<file path="config.mk">
export PLATFORM = sky130hd
export DESIGN_NAME = cpu_core
export DESIGN_NICKNAME = d
export VERILOG_FILES = /design/src/isa_pkg.sv /design/src/pipe_pkg.sv /design/src/alu_commit.sv /design/src/cpu_core.sv /design/src/decoder.sv /design/src/dispatch_stage.sv /design/src/fetch_unit.sv /design/src/regfile.sv
export VERILOG_INCLUDE_DIRS = /design/src /design/src/include
export SDC_FILE = /design/constraint.sdc
export NUM_CORES = 2
export LEC_CHECK = 0
export BUFFER_PORTS_ARGS = -buffer_cell sky130_fd_sc_hd__buf_2
export CELL_PAD_IN_SITES_DETAIL_PLACEMENT = 1
export CELL_PAD_IN_SITES_GLOBAL_PLACEMENT = 1
export CORE_ASPECT_RATIO = 0.8
export CORE_UTILIZATION = 58
export DETAILED_ROUTE_END_ITERATION = 7
export PLACE_DENSITY = 0.85
export RECOVER_POWER = 25
export SYNTH_ARGS = -nofsm -noshare
export SYNTH_HDL_FRONTEND = slang
export SYNTH_SLANG_ARGS = --single-unit
export TNS_END_PERCENT = 10
</file>
<file path="constraint.sdc">
create_clock -name clk -period 9.6 [get_ports clk]
set_input_delay 0.48 -clock clk [delete_from_list [all_inputs] [get_ports clk]]
set_output_delay 0.48 -clock clk [all_outputs]
set_load 0.01 [all_outputs]
</file>
<file path="src/include/cpu_defs_defs.svh">
`ifndef CPU_DEFS_DEFS_SVH
`define CPU_DEFS_DEFS_SVH

// Datapath and address width
`define CPU_XLEN 32

`define CPU_NREGS 32
`define CPU_REG_AW 5

// First fetch address
`define CPU_RESET_PC 32'h0000_0000

// Longest ack delay of the instruction memory
`define CPU_WB_MAX_WAIT 3

`endif

</file>
<file path="src/isa_pkg.sv">
`include "cpu_defs_defs.svh"

package isa_pkg;

    // Instruction word layout
    localparam int unsigned OPC_W   = 4;
    localparam int unsigned OPC_LSB = 28;
    localparam int unsigned RD_LSB  = 23;
    localparam int unsigned RJ_LSB  = 18;
    localparam int unsigned RK_LSB  = 13;
    localparam int unsigned IMM_LSB = 0;
    localparam int unsigned IMM_W   = 12;

    typedef enum logic [OPC_W-1:0] {
        OP_NOP  = 4'd0,
        OP_ADD  = 4'd1,
        OP_SUB  = 4'd2,
        OP_AND  = 4'd3,
        OP_OR   = 4'd4,
        OP_XOR  = 4'd5,
        OP_SLL  = 4'd6,
        OP_SRL  = 4'd7,
        OP_SLT  = 4'd8,  // Signed
        OP_ADDI = 4'd9,
        OP_LUI  = 4'd10
    } alu_op_e;

    typedef struct packed {
        alu_op_e                op;
        logic [`CPU_REG_AW-1:0] rd;
        logic [`CPU_REG_AW-1:0] rj;
        logic [`CPU_REG_AW-1:0] rk;
        logic                   use_imm;
        logic [`CPU_XLEN-1:0]   imm;      // Already extended
        logic                   wen;
    } decoded_instr_t;

endpackage

</file>
<file path="src/pipe_pkg.sv">
`include "cpu_defs_defs.svh"

package pipe_pkg;

    // Wishbone classic, master to slave
    typedef struct packed {
        logic                 cyc;
        logic                 stb;
        logic                 we;
        logic [`CPU_XLEN-1:0] adr;
    } wb_req_t;

    typedef struct packed {
        logic                 ack;
        logic [`CPU_XLEN-1:0] dat;
    } wb_rsp_t;

    typedef enum logic {
        FETCH_IDLE,
        FETCH_WAIT
    } fetch_state_e;

    typedef struct packed {
        logic                 valid;
        logic [`CPU_XLEN-1:0] pc;
        logic [`CPU_XLEN-1:0] instr;
    } fetched_t;

    typedef struct packed {
        logic                    valid;
        logic [`CPU_XLEN-1:0]    pc;
        isa_pkg::decoded_instr_t dec;
        logic [`CPU_XLEN-1:0]    a;
        logic [`CPU_XLEN-1:0]    b;   // Imm when use_imm
    } issue_t;

    // Also the commit trace
    typedef struct packed {
        logic                   valid;
        logic [`CPU_XLEN-1:0]   pc;
        logic                   wen;
        logic [`CPU_REG_AW-1:0] rd;
        logic [`CPU_XLEN-1:0]   wdata;
    } commit_t;

endpackage

</file>
<file path="src/alu_commit.sv">
`include "cpu_defs_defs.svh"

module alu_commit (
    input  logic              clk,
    input  logic              arst_n_i,
    input  pipe_pkg::issue_t  issue_i,
    output pipe_pkg::commit_t ex_fwd_o,
    output pipe_pkg::commit_t commit_o
);
    import isa_pkg::*;
    import pipe_pkg::*;

    logic [`CPU_XLEN-1:0]   result;
    logic                   wen;
    logic                   cm_valid_q;
    logic [`CPU_XLEN-1:0]   cm_pc_q;
    logic                   cm_wen_q;
    logic [`CPU_REG_AW-1:0] cm_rd_q;
    logic [`CPU_XLEN-1:0]   cm_wdata_q;

    always_comb begin
        case (issue_i.dec.op)
            OP_ADD, OP_ADDI: result = issue_i.a + issue_i.b;
            OP_SUB:          result = issue_i.a - issue_i.b;
            OP_AND:          result = issue_i.a & issue_i.b;
            OP_OR:           result = issue_i.a | issue_i.b;
            OP_XOR:          result = issue_i.a ^ issue_i.b;
            OP_SLL:          result = issue_i.a << issue_i.b[4:0];
            OP_SRL:          result = issue_i.a >> issue_i.b[4:0];
            OP_SLT: begin
                result = {{(`CPU_XLEN-1){1'b0}}, $signed(issue_i.a) < $signed(issue_i.b)};
            end
            OP_LUI:          result = issue_i.b;  // Decoder placed imm
            default:         result = '0;
        endcase
    end

    assign wen = issue_i.valid && issue_i.dec.wen;

    // Seen by dispatch in the same cycle
    assign ex_fwd_o = '{valid: issue_i.valid, pc: issue_i.pc, wen: wen,
                        rd: issue_i.dec.rd, wdata: wen ? result : '0};

    always_ff @(posedge clk or negedge arst_n_i) begin
        if (!arst_n_i) begin
            cm_valid_q <= 1'b0;
        end else begin
            cm_valid_q <= ex_fwd_o.valid;
        end
    end

    always_ff @(posedge clk) begin
        cm_pc_q    <= ex_fwd_o.pc;
        cm_wen_q   <= ex_fwd_o.wen;
        cm_rd_q    <= ex_fwd_o.rd;
        cm_wdata_q <= ex_fwd_o.wdata;
    end

    assign commit_o = '{valid: cm_valid_q, pc: cm_pc_q, wen: cm_wen_q,
                        rd: cm_rd_q, wdata: cm_wdata_q};

endmodule

</file>
<file path="src/cpu_core.sv">
`include "cpu_defs_defs.svh"

module cpu_core (
    input  logic              clk,
    input  logic              arst_n_i,
    output pipe_pkg::wb_req_t wb_req_o,
    input  pipe_pkg::wb_rsp_t wb_rsp_i,
    output pipe_pkg::commit_t commit_o
);
    import isa_pkg::*;
    import pipe_pkg::*;

    fetched_t               fetched;
    decoded_instr_t         dec;
    logic [`CPU_REG_AW-1:0] raddr_a;
    logic [`CPU_REG_AW-1:0] raddr_b;
    logic [`CPU_XLEN-1:0]   rdata_a;
    logic [`CPU_XLEN-1:0]   rdata_b;
    issue_t                 issue;
    commit_t                ex_fwd;
    commit_t                commit;

    fetch_unit u_fetch (
        .clk      (clk),
        .arst_n_i (arst_n_i),
        .wb_req_o (wb_req_o),
        .wb_rsp_i (wb_rsp_i),
        .fetched_o(fetched)
    );

    decoder u_decoder (.instr_i(fetched.instr), .dec_o(dec));

    regfile u_regfile (
        .clk      (clk),
        .arst_n_i (arst_n_i),
        .raddr_a_i(raddr_a),
        .raddr_b_i(raddr_b),
        .rdata_a_o(rdata_a),
        .rdata_b_o(rdata_b),
        .commit_i (commit)     // Write port
    );

    dispatch_stage u_dispatch (
        .clk      (clk),
        .arst_n_i (arst_n_i),
        .fetched_i(fetched),
        .dec_i    (dec),
        .rdata_a_i(rdata_a),
        .rdata_b_i(rdata_b),
        .raddr_a_o(raddr_a),
        .raddr_b_o(raddr_b),
        .ex_fwd_i (ex_fwd),
        .commit_i (commit),
        .issue_o  (issue)
    );

    alu_commit u_alu (
        .clk     (clk),
        .arst_n_i(arst_n_i),
        .issue_i (issue),
        .ex_fwd_o(ex_fwd),
        .commit_o(commit)
    );

    assign commit_o = commit;

endmodule

</file>
<file path="src/decoder.sv">
`include "cpu_defs_defs.svh"

module decoder (
    input  logic [`CPU_XLEN-1:0]    instr_i,
    output isa_pkg::decoded_instr_t dec_o
);
    import isa_pkg::*;

    localparam int unsigned EXT_W = `CPU_XLEN - IMM_W;

    logic [OPC_W-1:0]       opc;
    logic [IMM_W-1:0]       imm;
    logic [`CPU_REG_AW-1:0] rd;
    alu_op_e                op;

    assign opc = instr_i[OPC_LSB +: OPC_W];
    assign imm = instr_i[IMM_LSB +: IMM_W];
    assign rd  = instr_i[RD_LSB +: `CPU_REG_AW];

    // Codes above LUI behave as NOP
    assign op = (opc > OP_LUI) ? OP_NOP : alu_op_e'(opc);

    always_comb begin
        dec_o.op      = op;
        dec_o.rd      = rd;
        dec_o.rj      = instr_i[RJ_LSB +: `CPU_REG_AW];
        dec_o.rk      = instr_i[RK_LSB +: `CPU_REG_AW];
        dec_o.use_imm = (op == OP_ADDI) || (op == OP_LUI);

        if (op == OP_LUI) begin
            dec_o.imm = {imm, {EXT_W{1'b0}}};
        end else begin
            dec_o.imm = {{EXT_W{imm[IMM_W-1]}}, imm};
        end

        // r0 writes are dropped here
        dec_o.wen = (rd != '0) && (op != OP_NOP);
    end

endmodule

</file>
<file path="src/dispatch_stage.sv">
`include "cpu_defs_defs.svh"

module dispatch_stage (
    input  logic                    clk,
    input  logic                    arst_n_i,
    input  pipe_pkg::fetched_t      fetched_i,
    input  isa_pkg::decoded_instr_t dec_i,
    input  logic [`CPU_XLEN-1:0]    rdata_a_i,
    input  logic [`CPU_XLEN-1:0]    rdata_b_i,
    output logic [`CPU_REG_AW-1:0]  raddr_a_o,
    output logic [`CPU_REG_AW-1:0]  raddr_b_o,
    input  pipe_pkg::commit_t       ex_fwd_i,
    input  pipe_pkg::commit_t       commit_i,
    output pipe_pkg::issue_t        issue_o
);
    import isa_pkg::*;
    import pipe_pkg::*;

    logic                 issue_valid_q;
    logic [`CPU_XLEN-1:0] issue_pc_q;
    decoded_instr_t       issue_dec_q;
    logic [`CPU_XLEN-1:0] issue_a_q;
    logic [`CPU_XLEN-1:0] issue_b_q;
    logic [`CPU_XLEN-1:0] op_a;
    logic [`CPU_XLEN-1:0] op_b;

    // Youngest producer wins
    function automatic logic [`CPU_XLEN-1:0] pick_operand(
        input logic [`CPU_REG_AW-1:0] addr,
        input logic [`CPU_XLEN-1:0]   rf_data,
        input commit_t                ex,
        input commit_t                cm
    );
        if (ex.valid && ex.wen && ex.rd == addr) begin
            return ex.wdata;
        end
        if (cm.valid && cm.wen && cm.rd == addr) begin
            return cm.wdata;
        end
        return rf_data;
    endfunction

    assign raddr_a_o = dec_i.rj;
    assign raddr_b_o = dec_i.rk;

    assign op_a = pick_operand(dec_i.rj, rdata_a_i, ex_fwd_i, commit_i);
    assign op_b = dec_i.use_imm ? dec_i.imm
                                : pick_operand(dec_i.rk, rdata_b_i, ex_fwd_i, commit_i);

    always_ff @(posedge clk or negedge arst_n_i) begin
        if (!arst_n_i) begin
            issue_valid_q <= 1'b0;
        end else begin
            issue_valid_q <= fetched_i.valid;
        end
    end

    always_ff @(posedge clk) begin
        if (fetched_i.valid) begin
            issue_pc_q  <= fetched_i.pc;
            issue_dec_q <= dec_i;
            issue_a_q   <= op_a;
            issue_b_q   <= op_b;
        end
    end

    assign issue_o = '{valid: issue_valid_q, pc: issue_pc_q, dec: issue_dec_q,
                       a: issue_a_q, b: issue_b_q};

endmodule

</file>
<file path="src/fetch_unit.sv">
`include "cpu_defs_defs.svh"

module fetch_unit (
    input  logic               clk,
    input  logic               arst_n_i,
    output pipe_pkg::wb_req_t  wb_req_o,
    input  pipe_pkg::wb_rsp_t  wb_rsp_i,
    output pipe_pkg::fetched_t fetched_o
);
    import pipe_pkg::*;

    localparam logic [`CPU_XLEN-1:0] PC_STEP = 4;

    fetch_state_e         state_q;
    fetch_state_e         state_d;
    logic [`CPU_XLEN-1:0] pc_q;
    logic                 req;
    logic                 done;
    logic                 fetch_valid_q;
    logic [`CPU_XLEN-1:0] fetch_pc_q;
    logic [`CPU_XLEN-1:0] fetch_instr_q;

    assign req  = (state_q == FETCH_WAIT);
    assign done = req && wb_rsp_i.ack;

    // One idle cycle between requests
    always_comb begin
        state_d = state_q;
        case (state_q)
            FETCH_IDLE: state_d = FETCH_WAIT;
            FETCH_WAIT: begin
                if (wb_rsp_i.ack) begin
                    state_d = FETCH_IDLE;
                end
            end
            default: state_d = FETCH_IDLE;
        endcase
    end

    always_ff @(posedge clk or negedge arst_n_i) begin
        if (!arst_n_i) begin
            state_q       <= FETCH_IDLE;
            pc_q          <= `CPU_RESET_PC;
            fetch_valid_q <= 1'b0;
        end else begin
            state_q       <= state_d;
            fetch_valid_q <= done;   // Single-cycle pulse
            if (done) begin
                pc_q <= pc_q + PC_STEP;
            end
        end
    end

    always_ff @(posedge clk) begin
        if (done) begin
            fetch_pc_q    <= pc_q;
            fetch_instr_q <= wb_rsp_i.dat;
        end
    end

    // Read-only master
    assign wb_req_o = '{cyc: req, stb: req, we: 1'b0, adr: pc_q};

    assign fetched_o = '{valid: fetch_valid_q, pc: fetch_pc_q, instr: fetch_instr_q};

endmodule

</file>
<file path="src/regfile.sv">
`include "cpu_defs_defs.svh"

module regfile (
    input  logic                   clk,
    input  logic                   arst_n_i,
    input  logic [`CPU_REG_AW-1:0] raddr_a_i,
    input  logic [`CPU_REG_AW-1:0] raddr_b_i,
    output logic [`CPU_XLEN-1:0]   rdata_a_o,
    output logic [`CPU_XLEN-1:0]   rdata_b_o,
    input  pipe_pkg::commit_t      commit_i
);

    // r0 has no storage
    logic [`CPU_XLEN-1:0] regs [1:`CPU_NREGS-1];

    always_ff @(posedge clk or negedge arst_n_i) begin
        if (!arst_n_i) begin
            for (int i = 1; i < `CPU_NREGS; i++) begin
                regs[i] <= '0;
            end
        end else if (commit_i.valid && commit_i.wen && commit_i.rd != '0) begin
            regs[commit_i.rd] <= commit_i.wdata;
        end
    end

    // No write-through, dispatch forwards the committing value
    assign rdata_a_o = (raddr_a_i == '0) ? '0 : regs[raddr_a_i];
    assign rdata_b_o = (raddr_b_i == '0) ? '0 : regs[raddr_b_i];

endmodule

</file>
==> flow_metrics.env <==
export IMPL_max_cap_violations=3
export IMPL_fp_dieW_um=395
export IMPL_outcome="finished, violations left"
export IMPL_synthTopCellsByCount="mux2_2 (1097), dfrtp_1 (1026), mux4_2 (610)"
export IMPL_drtAntennaViolNets=0
export IMPL_num_fill_cells=11000
export IMPL_ioPinCount=141
export IMPL_path_clk_slew_ps=60
export IMPL_insertion_delay_ps=840
export IMPL_timing_max_transition_violations_final=192
export IMPL_row_count=114
export IMPL_leakagePower_nw=34.5
export IMPL_period_share_pct=59.4
export IMPL_syn_cell_area_sq_um=71700
export IMPL_synth_cells=5259
export IMPL_grt_pass1_vias=56500
export IMPL_core_area_sq_um=122000
export IMPL_slew_limit_headroom_pct=-198
export IMPL_ys_seq_elements=1259
export IMPL_grt_pass1_wl_mm=410
export IMPL_drt_first_pass_iters=6
export IMPL_drt_iter0_markers=7624
export IMPL_hold_class="register to register"
export IMPL_cts_tree="yes"
export IMPL_setup_tns_ps=0
export IMPL_start_util_pct=58.9
export IMPL_setup_viol=0
export IMPL_post_synth_top_count_cell="mux2_2"
export IMPL_cp_required_ps=10080
export IMPL_grt_usage_pct=45.4
export IMPL_dieHeight_um=316
export IMPL_hpwl_mm=164
export IMPL_stdcell_count=6919
export IMPL_period_needed_ps=5700
export IMPL_multiInputGateArea_sq_um=37500
export IMPL_synth_area_per_cell_sq_um=13.6
export IMPL_rsz0062_at_grt="no"
export IMPL_grt_max_degree=160
export IMPL_cts_sinks=1259
export IMPL_max_freq_ghz=0.176
export IMPL_failed_checks="max-capacitance violations, max-slew violations"
export IMPL_hold_violations=0
export IMPL_pwr_density_cell_nw_per_um2=156
export IMPL_io_buffers=134
export IMPL_crit_path_max_fanout=45
export IMPL_hold_buffers=33
export IMPL_synth_largest_area_cell="dfrtp_1"
export IMPL_skew_ps=59.7
export IMPL_cts_resized=0
export IMPL_synth_ff_type="dfrtp_1"
export IMPL_htree_levels=4
export IMPL_clock_path_buffers=3
export IMPL_vias=53900
export IMPL_dp_cells=6650
export IMPL_r2r_setup_slack_ps=3900
export IMPL_synth_area_leaders="dfrtp_1 (36%), mux4_2 (19%), mux2_2 (17%), edfxtp_1 (6.9%), dfxtp_1 (1.9%)"
export IMPL_end_kind="register"
export IMPL_critPathArrivalTime_ps=6180
export IMPL_synth_cell_types=91
export IMPL_worst_pin_slew_ps=4470
export IMPL_peakVddDrop_mv=0.210
export IMPL_place_gp_congestion=1.09
export IMPL_cts_root_buf="clkbuf_16"
export IMPL_drc=0
export IMPL_wl_mm=281
export IMPL_antenna_found_initial=13
export IMPL_final_layout_size_suffix_gt1_share_pct=41.2
export IMPL_grt_overflow_total=0
export IMPL_yosysSeqAreaShare_pct=44.6
export IMPL_critical_path_class="register to register"
export IMPL_yosysWarningCount=0
export IMPL_dieArea_sq_um=125000
export IMPL_worstSetupStartpointType="register"
export IMPL_seqCellArea_sq_um=32000
export IMPL_post_drt_wl_per_cell_um=40.6
export IMPL_cts_setup_buffers=0
export IMPL_async_flop_share_pct=81.5
export IMPL_synth_edff_count=165
export IMPL_layout_nets=5326
export IMPL_synth_top_area_share_pct=35.8
export IMPL_synthToLayoutAreaGrowth_pct=9.38
export IMPL_vias_per_cell=7.79
export IMPL_cts_buffers=130
==> registers in the layout, indices dropped and copies added (netlist names) <==
name,count
u_regfile.regs,992
u_alu.cm_wdata_q,32
u_dispatch.issue_a_q,32
u_dispatch.issue_b_q,32
u_fetch.fetch_instr_q,31
u_alu.cm_pc_q,30
u_dispatch.issue_pc_q,30
u_fetch.fetch_pc_q,30
u_fetch.pc_q,30
u_dispatch.issue_o,10
u_alu.cm_rd_q,5
u_alu.cm_valid_q,1
u_alu.cm_wen_q,1
u_dispatch.issue_valid_q,1
u_fetch.fetch_valid_q,1
u_fetch.req,1
==> per-layer routing <==
| metal | GRT usage, % | wire length, um | share of wire (%) | up-vias |
|---|---|---|---|---|
| met1 | 59.1 | 101000 | 36 | 28400 |
| li1 | - | - | - | 20100 |
| met2 | 67.5 | 126000 | 45 | 4279 |
| met4 | 25.3 | 17500 | 6.2 | 18 |
| met3 | 15.6 | 35600 | 13 | 1078 |
| met5 | 0 | 209 | 0.074 | - |
==> path summary, 6_finish.rpt <==
| kind | from | endpoint | depth (start not counted) |
|---|---|---|---|
| setup reg to reg | u_dispatch.issue_b_q[0] | u_dispatch.issue_a_q[31] | 10 |
| hold / removal | u_dispatch.issue_pc_q[5] | u_alu.cm_pc_q[5] | 0 |
| hold reg to reg | u_dispatch.issue_pc_q[5] | u_alu.cm_pc_q[5] | 0 |
| max in group asynchronous | arst_n_i | u_regfile.regs[810] | 4 |
| min in group asynchronous | arst_n_i | u_regfile.regs[350] | 2 |
| setup / recovery | u_dispatch.issue_b_q[0] | u_dispatch.issue_a_q[31] | 10 |
==> critical path: stages (launching register included) <==
cell and delay (ps):
edfxtp_1 930, buf_4 570, buf_4 630, mux2_2 460
mux4_2 520, mux2i_1 480, o21ai_0 420, a2111oi_2 500
o21ai_0 210, a22oi_1 380, o22ai_1 190
==> through the flow <==
stage                     worst slack (ps)  instance area [sq um]  power [mW]  hold WS, ps  utilization (%)
after floorplan                       5360                  71700        6.40          184                -
after global placement                4380                  73800        6.88          325             60.7
after detailed placement              4370                  73800        6.92          329             60.7
after CTS                             4230                  78500        12.2          250             64.5
after global routing                  3350                  78400        12.5          351             64.4
final                                 3900                  78400        12.3          334             64.4
==> where the power goes <==
part           leakage, nW  switching (mW)  internal (mW)
clock                 2.12            2.42           2.93
sequential            16.5           0.149           5.51
combinational         15.8           0.849          0.403
total                 34.5            3.42           8.84
==> final cells by class <==
type	instances	share of cell area, %
antenna	6	0.0192
multi-input combinational	3385	47.8
tap	1624	2.59
inverter	115	0.552
sequential	1259	40.8
timing repair buffer	300	2.68
clock inverter	49	0.776
clock buffer	181	4.74
==> cells in the final DEF (no fill, tap or decap), types with 33 or more instances in the layout <==
| cell type | instances |
|---|---|
| dfxtp_1 | 68 |
| ha_1 | 98 |
| dlygate4sd3_1 | 33 |
| mux2i_1 | 106 |
| clkbuf_16 | 132 |
| o21ai_0 | 131 |
| dfrtp_1 | 1026 |
| a211oi_1 | 35 |
| xnor2_1 | 45 |
| inv_1 | 111 |
| o211ai_1 | 38 |
| nor2_1 | 207 |
| nand2_1 | 185 |
| mux4_2 | 610 |
| a22o_1 | 71 |
| buf_4 | 117 |
| mux2_2 | 1097 |
| clkbuf_1 | 91 |
| buf_2 | 70 |
| a21oi_1 | 193 |
| edfxtp_1 | 165 |
| a221oi_1 | 33 |
==> kinds of logic after synthesis <==
| group | after synthesis | synth area share (%) |
|---|---|---|
| AND/OR/NAND/NOR | 647 | 4.20 |
| XOR/XNOR | 63 | 0.770 |
| AO/OA/AOI/OAI | 755 | 7.18 |
| flip-flops | 1259 | 44.6 |
| multiplexers | 1815 | 38.0 |
| buffers and inverters | 619 | 3.45 |
| other | 1 | 0.00523 |
| adder cells (fa/ha/maj) | 100 | 1.77 |
Power figures use the tool's default switching activity.
